**config.mk**
```make
export PLATFORM = sky130hd
export DESIGN_NAME = branch_unit
export DESIGN_NICKNAME = d
export VERILOG_FILES = /design/src/branch_pkg.sv /design/src/branch_control.sv /design/src/branch_history_table.sv /design/src/branch_target_buffer.sv /design/src/branch_sequencer.sv /design/src/branch_unit.sv
export SDC_FILE = /design/constraint.sdc
export NUM_CORES = 1
export LEC_CHECK = 0
export BUFFER_PORTS_ARGS = -buffer_cell sky130_fd_sc_hd__buf_2
export CAP_MARGIN = 20
export CORE_ASPECT_RATIO = 1.75
export CORE_MARGIN = 5
export CORE_UTILIZATION = 68
export CTS_BUF_LIST = sky130_fd_sc_hd__clkbuf_8
export DETAILED_ROUTE_END_ITERATION = 10
export GPL_ROUTABILITY_DRIVEN = 0
export PLACE_DENSITY_LB_ADDON = 0.2
export SETUP_SLACK_MARGIN = 0.1
export SLEW_MARGIN = 30
export SYNTH_ARGS = -nofsm -noshare
export SYNTH_HDL_FRONTEND = slang
export SYNTH_SLANG_ARGS = --single-unit
export TNS_END_PERCENT = 10
```
**constraint.sdc**
```tcl
create_clock -name clk -period 12.28 [get_ports clk]
set_input_delay 1.228 -clock clk [delete_from_list [all_inputs] [get_ports clk]]
set_output_delay 1.228 -clock clk [all_outputs]
set_load 0.1 [all_outputs]
```
**src/branch_pkg.sv**
```systemverilog
/*
  Branch resolution package
  Shared widths, opcodes, condition codes, table geometry, sequencer
  state codes and the two views of the branch instruction word
*/
package branch_pkg;

  ////////////////////////////////////////////////////////////
  // Widths
  ////////////////////////////////////////////////////////////
  localparam int XLEN    = 16;   // Data and address width
  localparam int OPC_W   = 4;    // Opcode field
  localparam int CC_W    = 3;    // Condition code field
  localparam int IMM_W   = 9;    // B offset, in half-words
  localparam int FLAGS_W = 3;    // Z/V/N

  // Opcodes of the two branch forms
  localparam logic [OPC_W-1:0] OP_B  = 4'b1100;  // PC-relative
  localparam logic [OPC_W-1:0] OP_BR = 4'b1101;  // Register target

  // Condition codes
  localparam logic [CC_W-1:0] CC_NE  = 3'b000;
  localparam logic [CC_W-1:0] CC_EQ  = 3'b001;
  localparam logic [CC_W-1:0] CC_GT  = 3'b010;
  localparam logic [CC_W-1:0] CC_LT  = 3'b011;
  localparam logic [CC_W-1:0] CC_GE  = 3'b100;
  localparam logic [CC_W-1:0] CC_LE  = 3'b101;
  localparam logic [CC_W-1:0] CC_OV  = 3'b110;
  localparam logic [CC_W-1:0] CC_UNC = 3'b111;   // Always taken

  // Bit positions in the flags word
  localparam int FLAG_Z = 2;
  localparam int FLAG_V = 1;
  localparam int FLAG_N = 0;

  ////////////////////////////////////////////////////////////
  // Table geometry
  ////////////////////////////////////////////////////////////
  localparam int TBL_IDX_W = 4;                 // Index is PC[4:1]
  localparam int TBL_DEPTH = 1 << TBL_IDX_W;
  localparam int TAG_W     = XLEN - TBL_IDX_W - 1;  // Tag is PC[15:5]

  localparam logic [1:0] BHT_RESET_CNT = 2'b01;  // Weakly not taken

  // Sequencer states
  localparam int         ST_W       = 2;
  localparam logic [1:0] ST_IDLE    = 2'd0;
  localparam logic [1:0] ST_LOOKUP  = 2'd1;
  localparam logic [1:0] ST_RESOLVE = 2'd2;
  localparam logic [1:0] ST_DONE    = 2'd3;

  // One instruction word, read as B or BR format
  typedef union packed {
    struct packed {
      logic [OPC_W-1:0] opcode;
      logic [CC_W-1:0]  cond;
      logic [IMM_W-1:0] imm9;     // Signed half-word offset
    } b_fmt;
    struct packed {
      logic [OPC_W-1:0] opcode;
      logic [CC_W-1:0]  cond;
      logic [3:0]       rs;       // Source register number
      logic [4:0]       rsvd;
    } br_fmt;
  } instr_u;

endpackage

```
**src/branch_control.sv**
```systemverilog
/*
  Branch control
  Decodes B/BR, evaluates the condition against Z/V/N, forms the branch
  target and the actual next PC, and raises the table write enables.
  Purely combinational
*/
`timescale 1ns/1ps
module branch_control (
  input  logic [branch_pkg::OPC_W-1:0]   opcode,
  input  logic [branch_pkg::CC_W-1:0]    cond,
  input  logic [branch_pkg::IMM_W-1:0]   imm9,
  input  logic [branch_pkg::FLAGS_W-1:0] flags,
  input  logic [branch_pkg::XLEN-1:0]    rs_data,
  input  logic [branch_pkg::XLEN-1:0]    pc_next,           // PC+2
  input  logic [branch_pkg::XLEN-1:0]    predicted_target,
  output logic                           is_branch,
  output logic                           cond_taken,
  output logic [branch_pkg::XLEN-1:0]    pc_branch,         // Target if taken
  output logic [branch_pkg::XLEN-1:0]    actual_target,
  output logic                           wen_bht,
  output logic                           wen_btb
);
  import branch_pkg::*;

  logic             is_br;        // Register branch
  logic             flag_z;
  logic             flag_v;
  logic             flag_n;
  logic [XLEN-1:0]  sext_off;     // Offset in half-words
  logic [XLEN-1:0]  pc_b;         // PC-relative target

  ////////////////////////////////////////////////////////////
  // Decode
  ////////////////////////////////////////////////////////////
  assign is_branch = (opcode == OP_B) || (opcode == OP_BR);
  assign is_br     = (opcode == OP_BR);

  assign flag_z = flags[FLAG_Z];
  assign flag_v = flags[FLAG_V];
  assign flag_n = flags[FLAG_N];

  // Condition evaluation
  always_comb begin
    case (cond)
      CC_NE:   cond_taken = ~flag_z;
      CC_EQ:   cond_taken = flag_z;
      CC_GT:   cond_taken = ~flag_z & ~flag_n;   // Z = N = 0
      CC_LT:   cond_taken = flag_n;
      CC_GE:   cond_taken = flag_z | ~flag_n;    // Equal or greater
      CC_LE:   cond_taken = flag_z | flag_n;
      CC_OV:   cond_taken = flag_v;
      default: cond_taken = 1'b1;                // CC_UNC
    endcase
  end

  ////////////////////////////////////////////////////////////
  // Targets
  ////////////////////////////////////////////////////////////
  assign sext_off = {{(XLEN-IMM_W){imm9[IMM_W-1]}}, imm9};
  assign pc_b     = pc_next + {sext_off[XLEN-2:0], 1'b0};  // Offset times two

  // BR ignores the low field and jumps to Rs
  assign pc_branch = is_br ? rs_data : pc_b;

  // Fall through to PC+2 when not a branch or not taken
  assign actual_target = (is_branch && cond_taken) ? pc_branch : pc_next;

  // Every branch trains the BHT
  assign wen_bht = is_branch;

  // BTB learns taken branches and any stale target
  assign wen_btb = is_branch & (cond_taken | (pc_branch != predicted_target));

endmodule

```
**src/branch_history_table.sv**
```systemverilog
/*
  Branch history table
  Sixteen 2-bit saturating counters, registered read and synchronous
  update. Upper counter bit is the taken prediction
*/
`timescale 1ns/1ps
module branch_history_table (
  input  logic                              clk,
  input  logic                              rst,
  input  logic [branch_pkg::TBL_IDX_W-1:0]  rd_idx,
  output logic [1:0]                        rd_cnt,
  input  logic                              upd_en,
  input  logic [branch_pkg::TBL_IDX_W-1:0]  upd_idx,
  input  logic                              upd_taken
);
  import branch_pkg::*;

  logic [1:0] cnt [TBL_DEPTH];   // Counter array

  // Counter update, saturating at both ends
  always_ff @(posedge clk) begin
    if (rst) begin
      for (int i = 0; i < TBL_DEPTH; i++) begin
        cnt[i] <= BHT_RESET_CNT;   // All weakly not taken
      end
    end else if (upd_en) begin
      if (upd_taken && cnt[upd_idx] != 2'b11) begin
        cnt[upd_idx] <= cnt[upd_idx] + 2'd1;
      end else if (!upd_taken && cnt[upd_idx] != 2'b00) begin
        cnt[upd_idx] <= cnt[upd_idx] - 2'd1;
      end
    end
  end

  // One-cycle read
  always_ff @(posedge clk) begin
    rd_cnt <= cnt[rd_idx];
  end

endmodule

```
**src/branch_target_buffer.sv**
```systemverilog
/*
  Branch target buffer
  Direct-mapped, 16 entries of valid, tag and target. The tag compare
  sits in front of the read register, so hit arrives with the target
*/
`timescale 1ns/1ps
module branch_target_buffer (
  input  logic                              clk,
  input  logic                              rst,
  input  logic [branch_pkg::TBL_IDX_W-1:0]  rd_idx,
  input  logic [branch_pkg::TAG_W-1:0]      rd_tag,
  output logic                              hit,
  output logic [branch_pkg::XLEN-1:0]       rd_target,
  input  logic                              wr_en,
  input  logic [branch_pkg::TBL_IDX_W-1:0]  wr_idx,
  input  logic [branch_pkg::TAG_W-1:0]      wr_tag,
  input  logic [branch_pkg::XLEN-1:0]       wr_target
);
  import branch_pkg::*;

  logic [TBL_DEPTH-1:0] valid;
  logic [TAG_W-1:0]     tag_mem [TBL_DEPTH];
  logic [XLEN-1:0]      tgt_mem [TBL_DEPTH];

  ////////////////////////////////////////////////////////////
  // Valid bits
  ////////////////////////////////////////////////////////////
  always_ff @(posedge clk) begin
    if (rst) begin
      valid <= '0;
    end else if (wr_en) begin
      valid[wr_idx] <= 1'b1;
    end
  end

  // Tag and target storage
  always_ff @(posedge clk) begin
    if (wr_en) begin
      tag_mem[wr_idx] <= wr_tag;
      tgt_mem[wr_idx] <= wr_target;
    end
  end

  // Registered lookup
  always_ff @(posedge clk) begin
    if (rst) begin
      hit <= 1'b0;
    end else begin
      hit <= valid[rd_idx] && (tag_mem[rd_idx] == rd_tag);   // Tag match on a live entry
    end
  end

  always_ff @(posedge clk) begin
    rd_target <= tgt_mem[rd_idx];
  end

endmodule

```
**src/branch_sequencer.sv**
```systemverilog
/*
  Branch sequencer
  Four-phase req/ack FSM. Captures one request, looks the PC up in the
  BHT and BTB, forms the prediction, registers the resolved outcome and
  pulses the table updates. ack rises on the third edge after req is
  seen and falls when req is seen low
*/
`timescale 1ns/1ps
module branch_sequencer (
  input  logic                              clk,
  input  logic                              rst,
  // Handshake and request
  input  logic                              req,
  output logic                              ack,
  input  logic [branch_pkg::XLEN-1:0]       instr,
  input  logic [branch_pkg::XLEN-1:0]       pc,
  input  logic [branch_pkg::FLAGS_W-1:0]    flags,
  input  logic [branch_pkg::XLEN-1:0]       rs_data,
  // Results
  output logic                              taken,
  output logic [branch_pkg::XLEN-1:0]       actual_target,
  output logic [branch_pkg::XLEN-1:0]       predicted_target,
  output logic                              mispredict,
  // Table side
  output logic [branch_pkg::TBL_IDX_W-1:0]  lookup_idx,
  output logic [branch_pkg::TAG_W-1:0]      lookup_tag,
  output logic                              bht_upd_en,
  output logic                              btb_wr_en,
  output logic [branch_pkg::TBL_IDX_W-1:0]  upd_idx,
  output logic [branch_pkg::TAG_W-1:0]      upd_tag,
  output logic                              upd_taken,
  output logic [branch_pkg::XLEN-1:0]       btb_wr_target,
  input  logic [1:0]                        bht_cnt,
  input  logic                              btb_hit,
  input  logic [branch_pkg::XLEN-1:0]       btb_target,
  // To branch_control
  output logic [branch_pkg::OPC_W-1:0]      opcode,
  output logic [branch_pkg::CC_W-1:0]       cond,
  output logic [branch_pkg::IMM_W-1:0]      imm9,
  output logic [branch_pkg::FLAGS_W-1:0]    flags_q,
  output logic [branch_pkg::XLEN-1:0]       rs_q,
  output logic [branch_pkg::XLEN-1:0]       pc_next,
  output logic [branch_pkg::XLEN-1:0]       pred_q,
  // From branch_control
  input  logic                              is_branch,
  input  logic                              cond_taken,
  input  logic [branch_pkg::XLEN-1:0]       pc_branch,
  input  logic [branch_pkg::XLEN-1:0]       res_target,
  input  logic                              wen_bht,
  input  logic                              wen_btb
);
  import branch_pkg::*;

  logic [ST_W-1:0] state;
  instr_u          instr_q;   // Captured instruction
  logic [XLEN-1:0] pc_q;
  logic            capture;   // Request accepted this edge
  logic            resolve;

  assign capture = (state == ST_IDLE) && req;
  assign resolve = (state == ST_RESOLVE);

  ////////////////////////////////////////////////////////////
  // Control state
  ////////////////////////////////////////////////////////////
  always_ff @(posedge clk) begin
    if (rst) begin
      state      <= ST_IDLE;
      ack        <= 1'b0;
      taken      <= 1'b0;
      mispredict <= 1'b0;
    end else begin
      case (state)
        ST_IDLE:   if (req) state <= ST_LOOKUP;   // Edge 1
        ST_LOOKUP: state <= ST_RESOLVE;           // Edge 2, tables read
        ST_RESOLVE: begin                         // Edge 3, results out
          state      <= ST_DONE;
          ack        <= 1'b1;
          taken      <= is_branch & cond_taken;
          mispredict <= is_branch & (res_target != pred_q);
        end
        ST_DONE: begin
          if (!req) begin                         // Requester released
            state <= ST_IDLE;
            ack   <= 1'b0;
          end
        end
        default: state <= ST_IDLE;
      endcase
    end
  end

  // Request and result payload
  always_ff @(posedge clk) begin
    if (capture) begin
      instr_q <= instr;
      pc_q    <= pc;
      flags_q <= flags;
      rs_q    <= rs_data;
    end
    if (resolve) begin
      actual_target    <= res_target;
      predicted_target <= pred_q;
    end
  end

  ////////////////////////////////////////////////////////////
  // Lookup, prediction and update
  ////////////////////////////////////////////////////////////
  assign lookup_idx = pc_q[TBL_IDX_W:1];          // Half-word aligned PC
  assign lookup_tag = pc_q[XLEN-1 -: TAG_W];
  assign pc_next    = pc_q + XLEN'(2);

  // Predict the BTB target only on a hit with a taken-leaning counter
  assign pred_q = (btb_hit && bht_cnt[1]) ? btb_target : pc_next;

  // Field extraction through both views
  assign opcode = instr_q.b_fmt.opcode;
  assign cond   = instr_q.br_fmt.cond;
  assign imm9   = instr_q.b_fmt.imm9;

  // Table writes land on edge 3
  assign bht_upd_en    = resolve & wen_bht;
  assign btb_wr_en     = resolve & wen_btb;
  assign upd_idx       = lookup_idx;
  assign upd_tag       = lookup_tag;
  assign upd_taken     = is_branch & cond_taken;
  assign btb_wr_target = pc_branch;

endmodule

```
**src/branch_unit.sv**
```systemverilog
/*
  Branch unit top
  Connects the handshake sequencer, the BHT, the BTB and the branch
  control logic
*/
`timescale 1ns/1ps
module branch_unit (
  input  logic                            clk,
  input  logic                            rst,
  input  logic                            req,
  input  logic [branch_pkg::XLEN-1:0]     instr,
  input  logic [branch_pkg::XLEN-1:0]     pc,
  input  logic [branch_pkg::FLAGS_W-1:0]  flags,
  input  logic [branch_pkg::XLEN-1:0]     rs_data,
  output logic                            ack,
  output logic                            taken,
  output logic [branch_pkg::XLEN-1:0]     actual_target,
  output logic [branch_pkg::XLEN-1:0]     predicted_target,
  output logic                            mispredict
);
  import branch_pkg::*;

  // Table interface
  logic [TBL_IDX_W-1:0] lookup_idx;
  logic [TAG_W-1:0]     lookup_tag;
  logic                 bht_upd_en;
  logic                 btb_wr_en;
  logic [TBL_IDX_W-1:0] upd_idx;
  logic [TAG_W-1:0]     upd_tag;
  logic                 upd_taken;
  logic [XLEN-1:0]      btb_wr_target;
  logic [1:0]           bht_cnt;
  logic                 btb_hit;
  logic [XLEN-1:0]      btb_target;

  // Sequencer to branch_control
  logic [OPC_W-1:0]     opcode;
  logic [CC_W-1:0]      cond;
  logic [IMM_W-1:0]     imm9;
  logic [FLAGS_W-1:0]   flags_q;
  logic [XLEN-1:0]      rs_q;
  logic [XLEN-1:0]      pc_next;
  logic [XLEN-1:0]      pred_q;
  logic                 is_branch;
  logic                 cond_taken;
  logic [XLEN-1:0]      pc_branch;
  logic [XLEN-1:0]      res_target;
  logic                 wen_bht;
  logic                 wen_btb;

  branch_sequencer u_seq (
    .clk, .rst, .req, .ack, .instr, .pc, .flags, .rs_data,
    .taken, .actual_target, .predicted_target, .mispredict,
    .lookup_idx, .lookup_tag, .bht_upd_en, .btb_wr_en,
    .upd_idx, .upd_tag, .upd_taken, .btb_wr_target,
    .bht_cnt, .btb_hit, .btb_target,
    .opcode, .cond, .imm9, .flags_q, .rs_q, .pc_next, .pred_q,
    .is_branch, .cond_taken, .pc_branch, .res_target, .wen_bht, .wen_btb
  );

  branch_history_table u_bht (
    .clk,
    .rst,
    .rd_idx    (lookup_idx),
    .rd_cnt    (bht_cnt),
    .upd_en    (bht_upd_en),
    .upd_idx   (upd_idx),
    .upd_taken (upd_taken)
  );

  branch_target_buffer u_btb (
    .clk,
    .rst,
    .rd_idx    (lookup_idx),
    .rd_tag    (lookup_tag),
    .hit       (btb_hit),
    .rd_target (btb_target),
    .wr_en     (btb_wr_en),
    .wr_idx    (upd_idx),
    .wr_tag    (upd_tag),
    .wr_target (btb_wr_target)
  );

  branch_control u_ctl (
    .opcode           (opcode),
    .cond             (cond),
    .imm9             (imm9),
    .flags            (flags_q),
    .rs_data          (rs_q),
    .pc_next          (pc_next),
    .predicted_target (pred_q),
    .is_branch        (is_branch),
    .cond_taken       (cond_taken),
    .pc_branch        (pc_branch),
    .actual_target    (res_target),
    .wen_bht          (wen_bht),
    .wen_btb          (wen_btb)
  );

endmodule

```
======== Word level (Yosys, flattened, before mapping) ========
Memory sizes are Yosys's and may differ from the RTL's. A register that Yosys moved wholly into a read port is not among the register bits.
Index checks and enable logic that the tools add are counted.
cells by class
  reduce and logical (&&, ||, !) cells .... 16
  order comparisons ....................... 2
  $add $sub $neg .......................... 4
  bitwise operators ....................... 13
  muxes and demuxes ....................... 32
  equality and inequality tests ........... 17
operators by type and width
  operator                                                            number
  2-to-1 mux 16 bit                                                   3
  inequality test 16 bit                                              2
  2-to-1 mux 1 bit                                                    17
  adder 16 bit                                                        1
  adder 16 x 2 -> 16 bit (second input constant)                      1
  OR 16 bit                                                           1
  2-to-1 mux 4 bit                                                    3
  == test 11 bit                                                      1
  == test 3 bit (second input constant)                               3
  == test 4 bit (second input constant)                               2
  2-to-1 mux 2 bit                                                    4
  case mux 2 bit (4 select lines)                                     1
  logical AND 1 bit                                                   7
  case mux 1 bit (7 select lines)                                     1
  bitwise AND 1 bit                                                   6
  == test 3 x 2 -> 1 bit (second input constant)                      2
  inequality test 2 bit (second input constant)                       3
  < comparator 4 x 5 -> 1 bit (second input constant)                 1
  binary-select mux 1 bit (select 4 bit)                              1
  demux 1 bit (select 4 bit)                                          1
  == test 2 bit (second input constant)                               2
  greater-or-equal comparator 4 x 1 -> 1 bit (second input constant)  1
  OR 1 bit                                                            4
  AND reduction 2 bit                                                 2
  other kinds (12)                                                    14
word-level totals
  flip-flop bits (word level) ............. 107
  input port bits ......................... 54
  RAM bits ................................ 464
  memories kept ........................... 3
  logic and storage cells ................. 100
memories
  memory         words  bits a word  read ports  clocked after Yosys merged registers in  wr ports  RTL line                    RTL
  u_btb.tgt_mem  16     16           1           1                                        1         branch_target_buffer.sv:23  logic [XLEN-1:0] tgt_mem [TBL_DEPTH];
  u_btb.tag_mem  16     11           1           1                                        1         branch_target_buffer.sv:22  logic [TAG_W-1:0] tag_mem [TBL_DEPTH];
  u_bht.cnt      16     2            1           1                                        16        branch_history_table.sv:18  logic [1:0] cnt [TBL_DEPTH];

======== Logic depth before layout (Yosys ltp) ========
  depth in word-level cells ............... 14
  gate-level depth with buffers ........... 18
  mapped depth without buffers ............ 16

======== By module ========
A second synthesis with hierarchy kept.
unflattened totals
  cell total of the unflattened synthesis .. 1,473
  area total of the unflattened synthesis .. 25,444.4 µm²
modules (own cells, without submodules)
  module                instances  seq. area each (µm²)  cells each  area each (µm²)
  branch_target_buffer  1          13,633.1              770         17,703.2
  branch_sequencer      1          2,592.5               307         3,985.1
  branch_history_table  1          1,001.0               167         2,157.1
  branch_control        1          0.0                   229         1,599.0

======== Least setup slack after synthesis ========
No wires, ideal clock.
  path kind ............................... register -> register
  start ................................... register u_seq.pc_q[1]
  end ..................................... memory u_btb.tag_mem[10][0] (netlist name) (enable)
  stages on the path, launching flop included .. 19
  library setup time ...................... 0.445 ns
  data required time ...................... 11.835 ns
  arrival ................................. 6.401 ns
  path slack .............................. 5.434 ns
  clock period less this slack ............ 6.846 ns
  path buffers ............................ 5
  cell sequence ........................... edfxtp_1 buf_6 buf_1 buf_1 inv_1 ha_1 inv_1 fa_1 nand2b_1 a211oi_2 o31ai_1 xor2_1 o21ai_1 xor2_1 nor3_1 and3_1 buf_6 buf_6 nor3_1
on the way
  longest elaborated chain between the ends .. 9
  elaborated cells between the ends (all ways) .. 10
  classes of those cells .................. 2 x add/sub; 1 x eq/ne; 4 x mux; 3 x bitwise
ends and longest elaborated chain
  element                                 RTL line                    RTL
  start, declared                         branch_sequencer.sv:56      logic [XLEN-1:0] pc_q;
  start signal, assigned                  branch_sequencer.sv:97      pc_q <= pc;
  adder 16 x 2 -> 16 bit                  branch_sequencer.sv:112     assign pc_next = pc_q + XLEN'(2);
  adder 16 bit                            branch_control.sv:60        assign pc_b = pc_next + {sext_off[XLEN-2:0], 1'b0};
  2-to-1 mux 16 bit                       branch_control.sv:63        assign pc_branch = is_br ? rs_data : pc_b;
  named net btb_wr_target[9]              branch_unit.sv:31           logic [XLEN-1:0] btb_wr_target;
  inequality test 16 bit                  branch_control.sv:72        assign wen_btb = is_branch & (cond_taken | (pc_branch != predicted_target));
  OR 1 bit                                branch_control.sv:72
  bitwise AND 1 bit                       branch_control.sv:72
  bitwise AND 1 bit                       branch_sequencer.sv:124     assign btb_wr_en = resolve & wen_btb;
  2-to-1 mux 1 bit                        branch_target_buffer.sv:38  if (wr_en) begin
  2-to-1 mux 1 bit (not written as such)  branch_target_buffer.sv:39  tag_mem[wr_idx] <= wr_tag;
  end, declared                           branch_target_buffer.sv:22
The timed path passes the listed nets, and every way through them passes these cells.

======== Worst setup path in the final report ========
  start ................................... register u_seq.pc_q[1]
  end ..................................... memory u_btb.tgt_mem[5][12] (enable)
on the way
  longest elaborated chain between the ends .. 9
  elaborated cells between the ends (all ways) .. 10
  classes of those cells .................. 2 x add/sub; 1 x eq/ne; 4 x mux; 3 x bitwise
ends and longest elaborated chain
  element                                 RTL line                    RTL
  adder 16 x 2 -> 16 bit                  branch_sequencer.sv:112
  adder 16 bit                            branch_control.sv:60
  2-to-1 mux 16 bit                       branch_control.sv:63
  named net btb_wr_target[11]             branch_unit.sv:31
  inequality test 16 bit                  branch_control.sv:72
  OR 1 bit                                branch_control.sv:72
  bitwise AND 1 bit                       branch_control.sv:72
  bitwise AND 1 bit                       branch_sequencer.sv:124
  2-to-1 mux 1 bit                        branch_target_buffer.sv:38
  2-to-1 mux 1 bit (not written as such)  branch_target_buffer.sv:40  tgt_mem[wr_idx] <= wr_target;
  end, declared                           branch_target_buffer.sv:23
The timed path passes the listed nets, and every way through them passes these cells.

==> impl_metrics.ini <==
[critical_path]
cpLargestDelayFamily = simple AND/OR/NAND/NOR gates
cp_cell_sequence = buf_4 -> ha_1 -> nand3_2 -> nor2_1 -> and3_1 -> xnor2_1 -> inv_1 -> ha_1 -> nand2_1 -> o21ai_0 -> nor2_1 -> a211oi_1 -> mux2_2 -> xnor2_1 -> nor3_1 -> and3_1 -> buf_4 -> nor3_2 -> buf_4
crit_path_max_incr_delay_ns = 0.67
arrival_ns = 6.49
critPathMostFrequentCell = buf_4
start_kind = flip-flop
slowest_stage = ha_1
worst_setup_path_end_kind = flip-flop
crit_buf_inv = 4
rrSetupSlack_ns = 6.06
crit_fanout = 42
path_class = flip-flop to flip-flop
cp.required_ns = 12.55

[sta]
relSlewSlack = 0.383
tns_ns = 0
final_hold_viol_count = 0
finalCriticalPeriod_ns = 6.22
hold_ws_ns = 0.472
finalSetupViolCount = 0
rsz0062_at_grt = false
fmax_mhz = 161
tightest_slew_ns = 0.919
setup_ws_ns = 6.06
period_share = 0.507
clock_skew_ns = 0.0402
timing.final.max_slew_violations = 0

[floorplanning]
rows = 92
core_area_mm2 = 0.0359
fp.dieH_um = 261
start_util = 0.684
die_width_um = 154
dieArea_mm2 = 0.0402
pin_count = 89

[drt]
first_iter_violations = 1306
wl_um = 56100
post_drt_wl_per_cell_um = 27.5
postRouteAntennaNets = 0
drcViolationCount = 0
vias = 13602
dr.pass1.iters = 7
viasPerCell = 6.66

[clock_network]
post-cts-setup-buffers = 0
cts_tree = done
htree_num_levels = 3
cts_resized = 0
path_clk_slew_ns = 0.07
clock_sinks = 590
clock_latency_ns = 0.63
hold_buffers = 0
cts_made_buffers = 81
clockBufferDepth = 3
clockRootBuffer = clkbuf_8

[logic_synthesis]
seq_area_frac_synth = 0.704
netlist_area_mm2 = 0.0246
synthFlopType = edfxtp_1
synth_top_area_frac = 0.669
synth_edf_count = 547
async_flop_share = 0
ys_ff_latch = 590
ys_types = 75
synthTopCellsByArea = edfxtp_1, mux4_2, dfxtp_1
syn_nets = 1443
ys_warn_count = 0
syn_area_per_cell_um2 = 18.0
syn_inst = 1365
yosysTopAreaCell = edfxtp_1

[layout]
final_common_cell = edfxtp_1
nNetsFinal = 1585
area_growth_pct = 10.8
final_cell_mix = edfxtp_1, mux4_2, buf_2, clkbuf_8, nand2_1
drive_gt1_frac = 0.281
fillers = 2049
final_core_util = 0.758

[run]
drv_cap = 0

[global_routing]
gr-usage-met3 = 0.0407
grt_use_total = 0.284
grt_pass1_wl_um = 85000
busiest_layer = met2
grt.met2_usage = 0.490
grt_pass1_vias = 13800
grt-ovfl-total = 0
grt_max_degree = 56
antenna_found_initial = 1
use_met1 = 0.370

[pwr]
power_leakage_nw = 9.17
power-per-cell-area_mw_per_mm2 = 220
peakVddDrop_mv = 0.137

[status]
status = finished, final reports clean

[worst_hold_path]
hold_class = flip-flop to flip-flop

[placed_design]
post-place-ws_ns = 6.12
hpwl_um = 37400
io_buffers = 88
[metrics by stage]
stage	std cells	power (mW)	area, µm²
after floorplan	1365	4.04	24600
after global placement	1893	4.55	25700
after detailed placement	1894	4.61	25700
after CTS	2040	6.00	27200
after global routing	2041	6.23	27200
final	2041	5.98	27200
[layout make-up]
| type | instances | area (µm²) | area share |
|---|---|---|---|
| diodes | 1 | 2.50 | 0.0000919 |
| clock buffers | 87 | 1200 | 0.0440 |
| clock inverters | 59 | 310 | 0.0114 |
| inverters | 34 | 128 | 0.00469 |
| multi-input cells | 665 | 6900 | 0.253 |
| flip-flops and latches | 590 | 17300 | 0.635 |
| well taps | 470 | 588 | 0.0216 |
| repair buffers | 135 | 806 | 0.0296 |
[where the power goes]
group / total [mW] / leakage (nW) / switching (mW) / internal [mW]
Sequential: 2.69 / 5.28 / 0.0713 / 2.62
Clock: 1.40 / 0.864 / 0.706 / 0.699
Combinational: 1.88 / 3.02 / 1.27 / 0.615
Total: 5.98 / 9.17 / 2.05 / 3.94
[layer usage]
| metal | part of all wire | routed length [µm] |
|---|---|---|
| met5 | 0 | 0 |
| met4 | 0.040 | 2250 |
| met3 | 0.080 | 4480 |
| met2 | 0.52 | 29300 |
| met1 | 0.36 | 20000 |
[final timing paths]
check | start | end | cells past startpoint
worst max-delay path | u_seq.pc_q[1] | u_btb.tgt_mem[5][12] | 19
worst min-delay path | u_btb.valid[0] | u_btb.valid[0] | 2
worst max register to register | u_seq.pc_q[1] | u_btb.tgt_mem[5][12] | 19
worst min register to register | u_btb.valid[0] | u_btb.valid[0] | 2
[synth_stat cells, types with 2 or more instances]
cell and instances:
edfxtp_1 547, mux4_2 149, nand2_1 70, nor2_1 58, dfxtp_1 43, clkbuf_1 36
a21oi_1 34, inv_1 34, xnor2_1 32, nor3_1 28, nand2b_1 27, a21o_1 23
ha_1 23, o21ai_0 23, xor2_1 20, buf_1 19, mux2i_1 16, nand3_1 16
o41ai_1 16, buf_2 13, and2_1 11, mux2_2 11, and3_1 10, nor4_1 9
a211oi_1 6, nand4_1 6, buf_6 5, nor2b_1 5, o211a_1 5, o211ai_1 5
a31oi_1 4, o21a_1 4, nor4_2 3, o22ai_1 3, or2_2 3, a211oi_2 2
a22oi_1 2, a311oi_1 2, buf_4 2, nand4b_1 2, o21bai_1 2, o2bb2ai_1 2
or3_1 2
[registers in the layout, indices dropped and copies added (netlist names), named ones only]
| register | cells |
|---|---|
| u_seq.flags_q | 3 |
| u_btb.rd_target | 16 |
| u_btb.valid | 16 |
| u_seq.instr_q | 16 |
| u_seq.state | 2 |
| u_seq.predicted_target | 16 |
| u_seq.ack | 1 |
| u_seq.mispredict | 1 |
| u_btb.tag_mem | 176 |
| u_seq.pc_q | 16 |
| u_seq.rs_q | 16 |
| u_btb.tgt_mem | 256 |
| u_seq.actual_target | 16 |
| u_bht.cnt | 32 |
| u_bht.rd_cnt | 1 |
| u_btb.hit | 1 |
| u_seq.taken | 1 |
[cells by family (layout without fill, tap and decap cells)]
group | Yosys count | count (layout) | synth area share
AO/OA/AOI/OAI | 152 | 152 | 0.0440
XOR/XNOR | 52 | 52 | 0.0185
adder cells (fa/ha/maj) | 24 | 24 | 0.0125
buffers and inverters | 110 | 315 | 0.0194
flip-flops | 590 | 590 | 0.704
multiplexers | 176 | 176 | 0.148
other | 0 | 1 | 0
AND/OR/NAND/NOR | 261 | 261 | 0.0539
[tightest hold or removal path, delay by kind of cell, from the launching register on]
| family | cells | cell delay [ns] |
|---|---|---|
| compound gates | 1 | 0.05 |
| flops | 1 | 0.34 |
| simple gates | 1 | 0.06 |
No activity file was read; power rests on OpenSTA's default activity.
